<file path="config.mk">
export PLATFORM = sky130hd
export DESIGN_NAME = bus_decoder_flat
export DESIGN_NICKNAME = d
export VERILOG_FILES = /design/src/logic/lsu_pkg.sv /design/src/logic/mem_bus_if.sv /design/src/logic/bus_decoder.sv /design/src/flat_wrapper.sv
export SDC_FILE = /design/constraint.sdc
export NUM_CORES = 1
export LEC_CHECK = 0
export BUFFER_PORTS_ARGS = -buffer_cell sky130_fd_sc_hd__buf_2
export CAP_MARGIN = 20
export CORE_AREA = 3 3 172 174
export CTS_BUF_LIST = sky130_fd_sc_hd__clkbuf_16
export CTS_CLUSTER_SIZE = 12
export DETAILED_ROUTE_END_ITERATION = 6
export DIE_AREA = 0 0 175 177
export SLEW_MARGIN = 10
export SYNTH_ARGS = -nofsm -noshare
export SYNTH_HDL_FRONTEND = slang
export SYNTH_SLANG_ARGS = --single-unit
</file>
<file path="constraint.sdc">
create_clock -name clk -period 5 [get_ports clk]
set_clock_uncertainty 0.2 [all_clocks]
set_input_delay 1 -clock clk [delete_from_list [all_inputs] [get_ports clk]]
set_output_delay 1 -clock clk [all_outputs]
set_load 0.02 [all_outputs]
</file>
<file path="src/logic/lsu_pkg.sv">
`default_nettype none

package lsu_pkg;

    localparam int ADDR_W = 32;
    localparam int DATA_W = 32;
    localparam int STRB_W = DATA_W / 8;

    // same encoding as the core's mask field
    typedef enum logic [1:0] {
        SIZE_NONE = 2'b00,
        SIZE_BYTE = 2'b01,
        SIZE_HALF = 2'b10,
        SIZE_WORD = 2'b11
    } access_size_e;

    typedef enum logic [1:0] {
        RESP_OKAY  = 2'b00,
        RESP_ERROR = 2'b10  // slverr code
    } resp_e;

    // one bus word seen whole, as halfwords or as bytes
    typedef union packed {
        logic [DATA_W-1:0]   word;
        logic [1:0][15:0]    halves;
        logic [STRB_W-1:0][7:0] bytes;
    } mem_word_u;

    localparam logic [ADDR_W-1:0] SRAM_BASE   = 32'h8000_0000;
    localparam logic [ADDR_W-1:0] CLINT_BASE  = 32'h0200_0000;
    localparam logic [ADDR_W-1:0] CLINT_BYTES = 32'd8;  // mtime lo, mtime hi

endpackage

`default_nettype wire

</file>
<file path="src/logic/mem_bus_if.sv">
`default_nettype none

interface mem_bus_if import lsu_pkg::*; ();

    logic              arvalid;
    logic              arready;
    logic [ADDR_W-1:0] araddr;

    logic              rvalid;
    logic              rready;
    logic [DATA_W-1:0] rdata;
    resp_e             rresp;

    logic              awvalid;
    logic              awready;
    logic [ADDR_W-1:0] awaddr;

    logic              wvalid;
    logic              wready;
    logic [DATA_W-1:0] wdata;
    logic [STRB_W-1:0] wstrb;

    logic              bvalid;
    logic              bready;
    resp_e             bresp;

    modport master (
        output arvalid, araddr, input arready,
        input rvalid, rdata, rresp, output rready,
        output awvalid, awaddr, input awready,
        output wvalid, wdata, wstrb, input wready,
        input bvalid, bresp, output bready
    );

    modport slave (
        input arvalid, araddr, output arready,
        output rvalid, rdata, rresp, input rready,
        input awvalid, awaddr, output awready,
        input wvalid, wdata, wstrb, output wready,
        output bvalid, bresp, input bready
    );

endinterface

`default_nettype wire

</file>
<file path="src/logic/bus_decoder.sv">
`default_nettype none

module bus_decoder import lsu_pkg::*; #(
    parameter int SRAM_WORDS = 1024
) (
    input wire logic  clk,
    input wire logic  reset,
    mem_bus_if.slave  cpu,
    mem_bus_if.master sram,
    mem_bus_if.master clint
);

    localparam logic [ADDR_W-1:0] SRAM_BYTES = ADDR_W'(SRAM_WORDS * 4);

    logic ar_sram, ar_clint;
    logic aw_sram, aw_clint;
    logic rd_sram_q, rd_clint_q;
    logic wr_sram_q, wr_clint_q;
    logic miss_rvalid_q, miss_bvalid_q;

    function automatic logic in_range(input logic [ADDR_W-1:0] a,
                                      input logic [ADDR_W-1:0] base,
                                      input logic [ADDR_W-1:0] bytes);
        return (a - base) < bytes;  // wraps below base
    endfunction

    assign ar_sram  = in_range(cpu.araddr, SRAM_BASE, SRAM_BYTES);
    assign ar_clint = in_range(cpu.araddr, CLINT_BASE, CLINT_BYTES);
    assign aw_sram  = in_range(cpu.awaddr, SRAM_BASE, SRAM_BYTES);
    assign aw_clint = in_range(cpu.awaddr, CLINT_BASE, CLINT_BYTES);

    assign sram.arvalid  = cpu.arvalid && ar_sram;
    assign clint.arvalid = cpu.arvalid && ar_clint;
    assign sram.araddr   = cpu.araddr;
    assign clint.araddr  = cpu.araddr;
    assign cpu.arready   = ar_sram ? sram.arready : ar_clint ? clint.arready : !miss_rvalid_q;

    assign sram.awvalid  = cpu.awvalid && aw_sram;
    assign clint.awvalid = cpu.awvalid && aw_clint;
    assign sram.awaddr   = cpu.awaddr;
    assign clint.awaddr  = cpu.awaddr;
    assign sram.wvalid   = cpu.wvalid && aw_sram;  // w follows the aw decode
    assign clint.wvalid  = cpu.wvalid && aw_clint;
    assign sram.wdata    = cpu.wdata;
    assign clint.wdata   = cpu.wdata;
    assign sram.wstrb    = cpu.wstrb;
    assign clint.wstrb   = cpu.wstrb;
    assign cpu.awready   = aw_sram ? sram.awready : aw_clint ? clint.awready
                         : (cpu.wvalid && !miss_bvalid_q);
    assign cpu.wready    = aw_sram ? sram.wready : aw_clint ? clint.wready
                         : (cpu.awvalid && !miss_bvalid_q);

    // responses come back from where the request went
    assign sram.rready  = cpu.rready && rd_sram_q;
    assign clint.rready = cpu.rready && rd_clint_q;
    assign cpu.rvalid   = rd_sram_q ? sram.rvalid : rd_clint_q ? clint.rvalid : miss_rvalid_q;
    assign cpu.rdata    = rd_sram_q ? sram.rdata : rd_clint_q ? clint.rdata : '0;
    assign cpu.rresp    = rd_sram_q ? sram.rresp : rd_clint_q ? clint.rresp : RESP_ERROR;

    assign sram.bready  = cpu.bready && wr_sram_q;
    assign clint.bready = cpu.bready && wr_clint_q;
    assign cpu.bvalid   = wr_sram_q ? sram.bvalid : wr_clint_q ? clint.bvalid : miss_bvalid_q;
    assign cpu.bresp    = wr_sram_q ? sram.bresp : wr_clint_q ? clint.bresp : RESP_ERROR;

    always_ff @(posedge clk) begin
        if (reset) begin
            rd_sram_q     <= 1'b0;
            rd_clint_q    <= 1'b0;
            wr_sram_q     <= 1'b0;
            wr_clint_q    <= 1'b0;
            miss_rvalid_q <= 1'b0;
            miss_bvalid_q <= 1'b0;
        end else begin
            if (miss_rvalid_q && cpu.rready) miss_rvalid_q <= 1'b0;
            if (miss_bvalid_q && cpu.bready) miss_bvalid_q <= 1'b0;
            if (cpu.arvalid && cpu.arready) begin
                rd_sram_q  <= ar_sram;
                rd_clint_q <= ar_clint;
                if (!ar_sram && !ar_clint) miss_rvalid_q <= 1'b1;  // unmapped read
            end
            if (cpu.awvalid && cpu.awready) begin
                wr_sram_q  <= aw_sram;
                wr_clint_q <= aw_clint;
                if (!aw_sram && !aw_clint) miss_bvalid_q <= 1'b1;  // unmapped write
            end
        end
    end

endmodule

`default_nettype wire

</file>
<file path="src/flat_wrapper.sv">
// flat-port wrapper written by rule: the top's interface ports become plain ports
module bus_decoder_flat import lsu_pkg::*;
#(
    parameter int SRAM_WORDS = 1024
)
  (clk, reset, cpu_arvalid, cpu_araddr, cpu_arready, cpu_rvalid, cpu_rdata, cpu_rresp, cpu_rready, cpu_awvalid, cpu_awaddr, cpu_awready, cpu_wvalid, cpu_wdata, cpu_wstrb, cpu_wready, cpu_bvalid, cpu_bresp, cpu_bready, sram_arvalid, sram_araddr, sram_arready, sram_rvalid, sram_rdata, sram_rresp, sram_rready, sram_awvalid, sram_awaddr, sram_awready, sram_wvalid, sram_wdata, sram_wstrb, sram_wready, sram_bvalid, sram_bresp, sram_bready, clint_arvalid, clint_araddr, clint_arready, clint_rvalid, clint_rdata, clint_rresp, clint_rready, clint_awvalid, clint_awaddr, clint_awready, clint_wvalid, clint_wdata, clint_wstrb, clint_wready, clint_bvalid, clint_bresp, clint_bready);
  mem_bus_if cpu_i ();
  mem_bus_if sram_i ();
  mem_bus_if clint_i ();
  input wire logic clk;
  input wire logic reset;
  input wire logic [$bits(cpu_i.arvalid)-1:0] cpu_arvalid;
  input wire logic [$bits(cpu_i.araddr)-1:0] cpu_araddr;
  output wire logic [$bits(cpu_i.arready)-1:0] cpu_arready;
  output wire logic [$bits(cpu_i.rvalid)-1:0] cpu_rvalid;
  output wire logic [$bits(cpu_i.rdata)-1:0] cpu_rdata;
  output wire logic [$bits(cpu_i.rresp)-1:0] cpu_rresp;
  input wire logic [$bits(cpu_i.rready)-1:0] cpu_rready;
  input wire logic [$bits(cpu_i.awvalid)-1:0] cpu_awvalid;
  input wire logic [$bits(cpu_i.awaddr)-1:0] cpu_awaddr;
  output wire logic [$bits(cpu_i.awready)-1:0] cpu_awready;
  input wire logic [$bits(cpu_i.wvalid)-1:0] cpu_wvalid;
  input wire logic [$bits(cpu_i.wdata)-1:0] cpu_wdata;
  input wire logic [$bits(cpu_i.wstrb)-1:0] cpu_wstrb;
  output wire logic [$bits(cpu_i.wready)-1:0] cpu_wready;
  output wire logic [$bits(cpu_i.bvalid)-1:0] cpu_bvalid;
  output wire logic [$bits(cpu_i.bresp)-1:0] cpu_bresp;
  input wire logic [$bits(cpu_i.bready)-1:0] cpu_bready;
  output wire logic [$bits(sram_i.arvalid)-1:0] sram_arvalid;
  output wire logic [$bits(sram_i.araddr)-1:0] sram_araddr;
  input wire logic [$bits(sram_i.arready)-1:0] sram_arready;
  input wire logic [$bits(sram_i.rvalid)-1:0] sram_rvalid;
  input wire logic [$bits(sram_i.rdata)-1:0] sram_rdata;
  input wire logic [$bits(sram_i.rresp)-1:0] sram_rresp;
  output wire logic [$bits(sram_i.rready)-1:0] sram_rready;
  output wire logic [$bits(sram_i.awvalid)-1:0] sram_awvalid;
  output wire logic [$bits(sram_i.awaddr)-1:0] sram_awaddr;
  input wire logic [$bits(sram_i.awready)-1:0] sram_awready;
  output wire logic [$bits(sram_i.wvalid)-1:0] sram_wvalid;
  output wire logic [$bits(sram_i.wdata)-1:0] sram_wdata;
  output wire logic [$bits(sram_i.wstrb)-1:0] sram_wstrb;
  input wire logic [$bits(sram_i.wready)-1:0] sram_wready;
  input wire logic [$bits(sram_i.bvalid)-1:0] sram_bvalid;
  input wire logic [$bits(sram_i.bresp)-1:0] sram_bresp;
  output wire logic [$bits(sram_i.bready)-1:0] sram_bready;
  output wire logic [$bits(clint_i.arvalid)-1:0] clint_arvalid;
  output wire logic [$bits(clint_i.araddr)-1:0] clint_araddr;
  input wire logic [$bits(clint_i.arready)-1:0] clint_arready;
  input wire logic [$bits(clint_i.rvalid)-1:0] clint_rvalid;
  input wire logic [$bits(clint_i.rdata)-1:0] clint_rdata;
  input wire logic [$bits(clint_i.rresp)-1:0] clint_rresp;
  output wire logic [$bits(clint_i.rready)-1:0] clint_rready;
  output wire logic [$bits(clint_i.awvalid)-1:0] clint_awvalid;
  output wire logic [$bits(clint_i.awaddr)-1:0] clint_awaddr;
  input wire logic [$bits(clint_i.awready)-1:0] clint_awready;
  output wire logic [$bits(clint_i.wvalid)-1:0] clint_wvalid;
  output wire logic [$bits(clint_i.wdata)-1:0] clint_wdata;
  output wire logic [$bits(clint_i.wstrb)-1:0] clint_wstrb;
  input wire logic [$bits(clint_i.wready)-1:0] clint_wready;
  input wire logic [$bits(clint_i.bvalid)-1:0] clint_bvalid;
  input wire logic [$bits(clint_i.bresp)-1:0] clint_bresp;
  output wire logic [$bits(clint_i.bready)-1:0] clint_bready;
  assign cpu_i.arvalid = cpu_arvalid;
  assign cpu_i.araddr = cpu_araddr;
  assign cpu_arready = cpu_i.arready;
  assign cpu_rvalid = cpu_i.rvalid;
  assign cpu_rdata = cpu_i.rdata;
  assign cpu_rresp = cpu_i.rresp;
  assign cpu_i.rready = cpu_rready;
  assign cpu_i.awvalid = cpu_awvalid;
  assign cpu_i.awaddr = cpu_awaddr;
  assign cpu_awready = cpu_i.awready;
  assign cpu_i.wvalid = cpu_wvalid;
  assign cpu_i.wdata = cpu_wdata;
  assign cpu_i.wstrb = cpu_wstrb;
  assign cpu_wready = cpu_i.wready;
  assign cpu_bvalid = cpu_i.bvalid;
  assign cpu_bresp = cpu_i.bresp;
  assign cpu_i.bready = cpu_bready;
  assign sram_arvalid = sram_i.arvalid;
  assign sram_araddr = sram_i.araddr;
  assign sram_i.arready = sram_arready;
  assign sram_i.rvalid = sram_rvalid;
  assign sram_i.rdata = sram_rdata;
  assign sram_i.rresp = sram_rresp;
  assign sram_rready = sram_i.rready;
  assign sram_awvalid = sram_i.awvalid;
  assign sram_awaddr = sram_i.awaddr;
  assign sram_i.awready = sram_awready;
  assign sram_wvalid = sram_i.wvalid;
  assign sram_wdata = sram_i.wdata;
  assign sram_wstrb = sram_i.wstrb;
  assign sram_i.wready = sram_wready;
  assign sram_i.bvalid = sram_bvalid;
  assign sram_i.bresp = sram_bresp;
  assign sram_bready = sram_i.bready;
  assign clint_arvalid = clint_i.arvalid;
  assign clint_araddr = clint_i.araddr;
  assign clint_i.arready = clint_arready;
  assign clint_i.rvalid = clint_rvalid;
  assign clint_i.rdata = clint_rdata;
  assign clint_i.rresp = clint_rresp;
  assign clint_rready = clint_i.rready;
  assign clint_awvalid = clint_i.awvalid;
  assign clint_awaddr = clint_i.awaddr;
  assign clint_i.awready = clint_awready;
  assign clint_wvalid = clint_i.wvalid;
  assign clint_wdata = clint_i.wdata;
  assign clint_wstrb = clint_i.wstrb;
  assign clint_i.wready = clint_wready;
  assign clint_i.bvalid = clint_bvalid;
  assign clint_i.bresp = clint_bresp;
  assign clint_bready = clint_i.bready;
  bus_decoder #(.SRAM_WORDS(SRAM_WORDS)) u_core (.clk(clk), .reset(reset), .cpu(cpu_i), .sram(sram_i), .clint(clint_i));
endmodule
</file>
## Word-level counts from Yosys, hierarchy flattened

Index checks and enable logic that the tools add are counted.

| storage, ports and cells | value |
|---|---|
| register bits after elaboration | 6 |
| latch bits | 0 |
| bits in writable memories | 0 |
| memory bits (read-only) | 0 |
| input port bits | 189 |
| output and inout port bits | 251 |
| logic and storage cells | 60 |
| memories kept | 0 |

| operators by class | value |
|---|---|
| $add $sub $neg | 4 |
| multiply operators | 0 |
| divide/modulo/power cells | 0 |
| $lt $le $gt $ge | 4 |
| equality and inequality tests | 0 |
| shifts and indexed selects | 0 |
| multiplexer cells | 22 |
| bitwise gates (word level) | 0 |
| reduce and logical (&&, ||, !) cells | 24 |

Operators with widths:

| cell | number |
|---|---|
| < comparator 32 x 13 -> 1 bit (second input constant) | 2 |
| < comparator 32 x 4 -> 1 bit (second input constant) | 2 |
| two-way mux 32 bit | 2 |
| subtractor 32 x 26 -> 32 bit (second input constant) | 2 |
| subtractor 32 bit (second input constant) | 2 |
| logical AND 1 bit | 18 |
| two-way mux 1 bit | 16 |
| two-way mux 2 bit | 4 |
| logical NOT 1 bit | 6 |

## Depth between registers and ports, before layout

Gate-level depths: netlist of run 1.

| depth | value |
|---|---|
| depth in word-level cells | 6 |
| mapped depth | 9 |
| depth with buffers taken out | 9 |

## Worst setup path before layout of run 1

Ideal clock, no wire load.

| timing path | value |
|---|---|
| path type | input to output |
| start | in cpu_awaddr[25] |
| end | out cpu_awready |
| arrival | 2.567 ns |
| required time | 3.800 ns |
| path slack | 1.233 ns |
| stages on the path | 7 |
| path buffers | 0 |
| cell sequence | inv_1 ha_1 nor4b_1 nand4_1 nor3_4 mux2i_1 o21ai_0 |

| between the ends | value |
|---|---|
| cells in the longest elaborated chain, start to end | 4 |
| elaborated cells between the ends (all ways) | 6 |
| those cells by class | add/sub: 2; order compare: 2; mux: 2 |

RTL lines:

| element | line | text |
|---|---|---|
| from (decl) | flat_wrapper.sv:20 | `input wire logic [$bits(cpu_i.awaddr)-1:0] cpu_awaddr;` |
| subtractor 32 x 26 -> 32 bit | bus_decoder.sv:24 | `return (a - base) < bytes;` |
| < comparator 32 x 4 -> 1 bit | bus_decoder.sv:24 |  |
| two-way mux 1 bit | bus_decoder.sv:48 | `assign cpu.awready = aw_sram ? sram.awready : aw_clint ? clint.awready` |
| two-way mux 1 bit * | bus_decoder.sv:48 |  |
| to (decl) | flat_wrapper.sv:21 | `output wire logic [$bits(cpu_i.awready)-1:0] cpu_awready;` |

Mark *: on every way between the ends. The rest lies on a longest branch, timed or not.

## Worst setup path after layout of run 1

| timing path | value |
|---|---|
| start | in cpu_araddr[26] |
| end | out cpu_arready |

| between the ends | value |
|---|---|
| cells in the longest elaborated chain, start to end | 4 |
| elaborated cells between the ends (all ways) | 6 |
| those cells by class | add/sub: 2; order compare: 2; mux: 2 |

RTL lines:

| element | line | text |
|---|---|---|
| from (decl) | flat_wrapper.sv:13 | `input wire logic [$bits(cpu_i.araddr)-1:0] cpu_araddr;` |
| subtractor 32 x 26 -> 32 bit | bus_decoder.sv:24 |  |
| < comparator 32 x 4 -> 1 bit | bus_decoder.sv:24 |  |
| two-way mux 1 bit | bus_decoder.sv:36 | `assign cpu.arready = ar_sram ? sram.arready : ar_clint ? clint.arready : !miss_rvalid_q;` |
| two-way mux 1 bit * | bus_decoder.sv:36 |  |
| to (decl) | flat_wrapper.sv:14 | `output wire logic [$bits(cpu_i.arready)-1:0] cpu_arready;` |

Marked as above.

==> results of run 1 <==
sequential cells by signal (all words and copies together), names as in the netlist:
register,cells
u_core.miss_bvalid_q,1
u_core.miss_rvalid_q,1
u_core.rd_clint_q,1
u_core.rd_sram_q,1
u_core.wr_clint_q,1
u_core.wr_sram_q,1
worst max path at each step:
stage                              start     endpoint  depth (start not counted)
after floorplan           cpu_awaddr[25]  cpu_awready                          7
after global placement    cpu_araddr[24]  cpu_arready                          8
after detailed placement  cpu_araddr[24]  cpu_arready                          8
after CTS                 cpu_araddr[24]  cpu_arready                          8
after global routing      cpu_araddr[26]  cpu_arready                         10
final                     cpu_araddr[26]  cpu_arready                         10
layout make-up:
class,instances,share of cell area
Multi-Input combinational cell,131,0.2943
Clock buffer,3,0.02305
Tap cell,378,0.1452
Timing Repair Buffer,315,0.4856
Inverter,13,0.01498
Sequential cell,6,0.03688
power groups by stage:
stage | Combinational [mW] | Sequential [mW] | Clock [mW]
2_1_floorplan | 0.256 | 0.0507 | 0
3_3_place_gp | 0.219 | 0.0518 | 0
3_5_place_dp | 0.221 | 0.0518 | 0
4_1_cts | 0.222 | 0.0511 | 0.136
5_1_grt | 0.235 | 0.0511 | 0.136
6_report | 0.219 | 0.0510 | 0.132
worst min-delay path: cells and delay by family (launching register included):
| kind | cells | cell delay [ps] |
|---|---|---|
| compound gates | 1 | 50 |
| flops | 1 | 330 |
| simple gates | 1 | 70 |
layout by cell type (no fill, tap or decap), drive strengths merged, types with 2 or more instances in the layout:
master,synthesis,routed
nand2b,3,3
nand4bb,2,2
nand3b,2,2
mux2i,4,4
nor4,8,8
nand4,4,4
or4,2,2
nor2b,3,3
nor3,8,8
dfxtp,6,6
o21ai,8,8
clkbuf,6,3
or3,2,2
nand3,4,4
and2,6,6
nor2,6,6
a22o,33,33
ha,2,2
nor3b,2,2
nor4b,4,4
a21oi,9,9
buf,202,315
inv,13,13
xnor2,3,3
nand2,8,8
synth_stat cells (all sizes together), types with 6 or more instances:
| cell type | number |
|---|---|
| inv | 13 |
| dfxtp | 6 |
| nor2 | 6 |
| nor3 | 8 |
| nor4 | 8 |
| nand2 | 8 |
| a21oi | 9 |
| buf | 202 |
| a22o | 33 |
| o21ai | 8 |
| and2 | 6 |
| clkbuf | 6 |
cell families after synthesis:
group | count (synthesis) | share of synthesized area
AOI/OAI and AO/OA | 55 | 0.1610
xor gates and xnor gates | 4 | 0.01319
adders and majority gates | 2 | 0.009415
buffers and inverters | 221 | 0.5951
DFF | 6 | 0.04520
muxes | 4 | 0.01507
and+or+nand+nor | 66 | 0.1610
routing by layer:
layer | vias up | share of wire
met5 | - | 0.0012
li1 | 1241 | -
met4 | 2 | 0.030
met3 | 28 | 0.11
met1 | 1141 | 0.38
met2 | 199 | 0.48
metrics by stage:
step           instance area (µm²)  total power [mW]
2_1_floorplan                 2658            0.3070
3_3_place_gp                  3182            0.2713
5_1_grt                       3257            0.4230
4_1_cts                       3257            0.4090
6_report                      3257            0.4021
3_5_place_dp                  3182            0.2725
==> out/qor.csv, run 1 <==
stage,metric,value,unit
route,routed via count,2611,
cells_and_area,Final Non-Filler Cells,846,
timing,Setup TNS,0,ps
yosys,largest area contributor in the synthesized netlist,buf_4,
worst_setup_path,worst path required time,3800,ps
clocking,Post-CTS Setup Inserts,0,
timing,fmax,246.1,MHz
worst_setup_path,CP Data Arrival Time,2860,ps
global_route,grt met1 use,0.07052,
clocking,clock sink count,6,
global_route,Tot GR Track Use,0.05915,
placement,Setup Slack @ Placement,803.0,ps
global_route,antenna violations before repair,1,
job,max cap viols,0,
clocking,hold buffer count at cts,0,
yosys,Synth cell types,41,
yosys,Synth Net Count,549,
yosys,Gate Count Post-Synth,358,
route,post-route antenna net violation count,0,
worst_hold_path,Cells on Worst Hold Path,2,
cells_and_area,antenna cells,0,
power,Flop pwr share,0.127,
power,Int Pwr,237.5,µW
clocking,CTS tree,built,
clocking,clk buf depth,2,
worst_setup_path,"setup slack, reg-to-reg",3580,ps
outcome,outcome,completed,
yosys,fraction of registers with async set/reset,0,
worst_setup_path,"critical path, cell by cell","buf_2, inv_1, ha_1, nor4b_1, nand4_1, nand4bb_1, or3_1, nand3_1, o21ai_1, buf_2",
worst_setup_path,CP Buf/Inv Count,3,
floorplanning,die area,30980,µm²
floorplanning,# rows,61,
route,wire length per cell,12.48,µm
global_route,global route total overflow,0,
floorplanning,Initial Util,0.09514,
cells_and_area,Fillers,3283,
power,sw frac,0.4095,
timing,final setup fails,0,
route,drt drc,0,
clocking,H-tree Lvls,1,
clocking,clock slew seen by the registers of the worst setup and hold paths,30,ps
power,pwr dens,123.5,nW/µm²
cells_and_area,FF/Latch Area,120.1,µm²
yosys,Ys Warns,0,
power,VDD IR max,0.00004834,V
worst_hold_path,Min-Delay Path Class,register to register,
worst_setup_path,Reg2Reg Launch Point,u_core.miss_bvalid_q$_SDFF_PP0_,
global_route,number of global-route vias before repair,2408,
placement,GPL Wtd Cong,0.7148,
cells_and_area,multi-input logic area,958.4,µm²
timing,Slew headroom,0.6459,
clocking,post-CTS sizing,0,
route,1st-pass router iterations,4,
placement,# port buffers,313,
floorplanning,die height,177,µm
placement,placed cell count,843,
worst_setup_path,Setup crit end kind,output port,
power,combinational power share,0.546,
power,P_leak,1.783,nW
power,sw power,164.6,µW
cells_and_area,area grow syn2layout,22.55,%
power,Clk network pwr share,0.328,
timing,"Hold Violations, Final",0,
route,Starting DRT DRC Count,79,
yosys,largest cells by area after synthesis,"buf_4 56%, a22o_1 11%, dfxtp_1 4.5%",
cells_and_area,final net count,661,
worst_setup_path,Worst Reg-to-Reg Cells,5,
worst_hold_path,hold endpoint,u_core.rd_clint_q$_SDFFE_PP0P_,
worst_setup_path,Crit Reg-Reg Endpoint,u_core.wr_clint_q$_SDFFE_PP0P_,
floorplanning,Core Box Area,27930,µm²
yosys,register area share after synthesis,0.04520,
clocking,CTS Root Cell,clkbuf_16,
floorplanning,Ports,440,
floorplanning,die span in x,175,µm
timing,hold_ws,305.5,ps
timing,minimum clock period,4063,ps
route,Vias/cell,3.086,
worst_setup_path,"Max FO, Critical Path",5,
global_route,largest net degree at the start of global routing,40,
global_route,GR peak layer,met2,
cells_and_area,share of cells above drive strength 1,0.6966,
timing,final setup margin,937.2,ps
global_route,first-pass GRT wire length,14170,µm
route,DRT Wirelength,10560,µm
yosys,#FFs+latches synth,6,
yosys,Yosys top cell area share,0.5650,
worst_setup_path,Critical Path Source Type,input pin,
timing,"Slew Viols, Final",0,
timing,Final Cycle Share,0.8126,
worst_setup_path,cell mode on critical path,buf_2,
yosys,synthesized area,2658,µm²
worst_setup_path,Setup CP Type,input pin to output port,
cells_and_area,Finished Core Util,0.1166,
worst_setup_path,"CP delay by family, top",simple AND/OR/NAND/NOR gates,
global_route,GRT met3 Usage,0.01652,
timing,RSZ-0062 raised after global routing,false,
clocking,Worst-Skew Late Latency,230,ps
clocking,Inserted Clock Buffers,3,
worst_setup_path,CP peak stage delay,360,ps
timing,actual slew at the worst max-slew pin,526.3,ps
yosys,"Primary FF master, synth",dfxtp_1,
yosys,"EDFF count, synth",0,
worst_hold_path,Hold Path Origin,u_core.rd_clint_q$_SDFFE_PP0P_,
global_route,GR Layer Usage met2,0.09684,
yosys,mean post-synth cell area,7.423,µm²
worst_setup_path,slowest CP cell,or3_1,
placement,Detailed Place HPWL,9651,µm
No activity file was read; power rests on OpenSTA's default activity.
==> run 2: changes to the inputs <==
Settings changed: ABC_AREA set to 1, CORE_AREA 3 3 172 174 to 3 3 169 171, DIE_AREA 0 0 175 177 to 0 0 172 174.
Clock period 5 ns to 4.1 ns, I/O delays scaled along.
==> out/qor.csv, run 2 <==
stage,metric,value,unit,change
global_route,number of global-route vias before repair,2741,,+14%
cells_and_area,final net count,742,,+12%
timing,minimum clock period,3312,ps,
power,combinational power share,0.602,,+0.056
yosys,Synth Net Count,629,,+15%
cells_and_area,"commonest non-fill, non-tap cell in the layout",buf_2,,
worst_setup_path,Reg2Reg Launch Point,u_core.miss_rvalid_q$_SDFF_PP0_,,
clocking,post-CTS sizing,0,,unchanged
worst_hold_path,Min-Delay Path Class,register to register,,
power,VDD IR max,0.00007165,V,+48%
power,sw frac,0.4503,,+0.04079
timing,actual slew at the worst max-slew pin,398.0,ps,-128.3 ps
worst_setup_path,Worst Setup SP,cpu_araddr[25],,
global_route,global route total overflow,0,,unchanged
worst_setup_path,CP Data Arrival Time,2290,ps,-570 ps
route,wire length per cell,13.42,µm,+7.5%
route,Vias/cell,3.269,,+5.9%
yosys,most frequent cell after synthesis,buf_4,,
worst_setup_path,Setup crit end kind,output port,,
clocking,clk buf depth,2,,unchanged
yosys,Yosys top cell area share,0.5338,,-0.03116
floorplanning,die height,174,µm,-1.7%
clocking,Post-CTS Setup Inserts,0,,unchanged
cells_and_area,most frequent cells in the layout,"313 x buf_2, 49 x nand2_1, 45 x nor2_1, 37 x inv_1, 33 x a22o_1",,
route,routed via count,2909,,+11%
timing,Final Cycle Share,0.8078,,
power,Flop pwr share,0.111,,-0.016
route,Starting DRT DRC Count,130,,+65%
placement,GPL Wtd Cong,0.7013,,-1.9%
yosys,"Primary FF master, synth",dfxtp_1,,
job,max cap viols,0,,unchanged
yosys,synthesized area,2813,µm²,+5.8%
floorplanning,Initial Util,0.1041,,+0.008938
yosys,fraction of registers with async set/reset,0,,unchanged
global_route,largest net degree at the start of global routing,39,,-2.5%
power,Int Pwr,314.9,µW,+33%
clocking,CTS tree,built,,
floorplanning,Ports,440,,unchanged
yosys,largest cells by area after synthesis,"buf_4 53%, a22o_1 10%, nand2_1 6.5%",,
clocking,hold buffer count at cts,0,,unchanged
power,Clk network pwr share,0.287,,-0.041
timing,"Slew Viols, Final",0,,unchanged
clocking,clock sink count,6,,unchanged
cells_and_area,share of cells above drive strength 1,0.6102,,-0.08638
worst_setup_path,Critical Path Source Type,input pin,,
power,Pwr Total,572.9,µW,+42%
timing,final setup fails,0,,unchanged
yosys,#FFs+latches synth,6,,unchanged
timing,Slew headroom,0.7347,,+0.08879
yosys,register area share after synthesis,0.04270,,-0.002493
global_route,antenna violations before repair,0,,-1
placement,# port buffers,313,,unchanged
yosys,Ys Warns,0,,unchanged
clocking,CTS Root Cell,clkbuf_16,,
route,post-route antenna net violation count,0,,unchanged
cells_and_area,Fillers,3164,,-3.6%
floorplanning,Core Box Area,27030,µm²,-3.3%
worst_setup_path,"Max FO, Critical Path",5,,unchanged
outcome,outcome,completed,,
power,pwr dens,170.0,nW/µm²,+38%
cells_and_area,antenna cells,0,,unchanged
yosys,Synth cell types,24,,-41%
clocking,clock slew seen by the registers of the worst setup and hold paths,40,ps,about the same
worst_setup_path,worst path required time,3080,ps,-720 ps
global_route,first-pass GRT wire length,15790,µm,+11%
floorplanning,die area,29930,µm²,-3.4%
yosys,largest area contributor in the synthesized netlist,buf_4,,
power,sw power,257.9,µW,+57%
yosys,Gate Count Post-Synth,438,,+22%
timing,"Hold Violations, Final",0,,unchanged
yosys,Synth top cells by count,"200 x buf_4, 49 x nand2_1, 46 x nor2_1",,
floorplanning,# rows,60,,-1.6%
timing,RSZ-0062 raised after global routing,false,,
timing,Setup TNS,0,ps,unchanged
clocking,Worst-Skew Late Latency,230,ps,about the same
worst_hold_path,Hold Path Origin,u_core.wr_sram_q$_SDFFE_PP0P_,,
worst_setup_path,Setup CP Type,input pin to output port,,
route,DRT Wirelength,11940,µm,+13%
clocking,Inserted Clock Buffers,3,,unchanged
placement,Detailed Place HPWL,10790,µm,+12%
clocking,H-tree Lvls,1,,unchanged
floorplanning,die span in x,172,µm,-1.7%
yosys,mean post-synth cell area,6.422,µm²,-13%
cells_and_area,area grow syn2layout,19.80,%,
route,1st-pass router iterations,4,,unchanged
route,drt drc,0,,unchanged
timing,fmax,301.9,MHz,
power,P_leak,2.003,nW,+12%
global_route,Tot GR Track Use,0.06930,,+0.01015
yosys,"EDFF count, synth",0,,unchanged
## run 2: critical path, cell delays in order
cell and delay, ps:
buf_2 110, inv_1 70, ha_1 270, nand2_1 40, inv_1 50, nand2_1 40, nor2_1 110, nand3_1 110
inv_1 90, nand3_2 90, nand2_1 90, nand3_2 100, nand2_1 80, inv_1 50, buf_2 160
## run 2: kinds of logic after synthesis
group                      share of synthesized area
and+or+nand+nor                               0.2229
xor gates and xnor gates                    0.006229
adders and majority gates                   0.008895
AOI/OAI and AO/OA                             0.1263
buffers and inverters                         0.5930
DFF                                          0.04271
## run 2: cell type report
class,count,area [µm²],share of cell area
repair buffers,315,1582,0.4694
inverters,37,138.9,0.04122
multi-input cells,188,1027,0.3049
well taps,341,426.7,0.1266
flip-flops and latches,6,120.1,0.03565
clock buffers,3,75.07,0.02228
## run 2: final timing paths
kind,to,slack [ps],cells past startpoint
min,u_core.wr_sram_q$_SDFFE_PP0P_,390,2
min reg2reg,u_core.wr_sram_q$_SDFFE_PP0P_,390,2
max,cpu_arready,790,15
max reg2reg,u_core.rd_clint_q$_SDFFE_PP0P_,2870,7
## run 2: power groups by stage
stage	clock network (mW)	registers (mW)	logic (mW)
2_1_floorplan	0	0.0634	0.365
5_1_grt	0.172	0.0642	0.374
3_5_place_dp	0	0.0651	0.349
4_1_cts	0.170	0.0641	0.350
3_3_place_gp	0	0.0649	0.346
6_report	0.164	0.0637	0.345
## run 2: layer usage
metal / part of all wire / global-route usage / wire, µm
met1: 0.38 / 0.07692 / 4560
met2: 0.49 / 0.1269 / 5904
met3: 0.094 / 0.01660 / 1122
met4: 0.030 / 0.02229 / 355
met5: 0 / 0.01338 / 0
## run 2: stage by stage
stage	area (µm²)	std cells	worst slack (ps)	utilization	hold WS, ps
after floorplan	2813	438	916.5	-	283.1
after global placement	3294	887	776.7	0.1219	385.4
after detailed placement	3294	887	762.2	0.1219	400.3
after CTS	3369	890	756.7	0.1247	405.0
after global routing	3369	890	618.0	0.1247	419.4
final	3369	890	788.1	0.1247	387.3
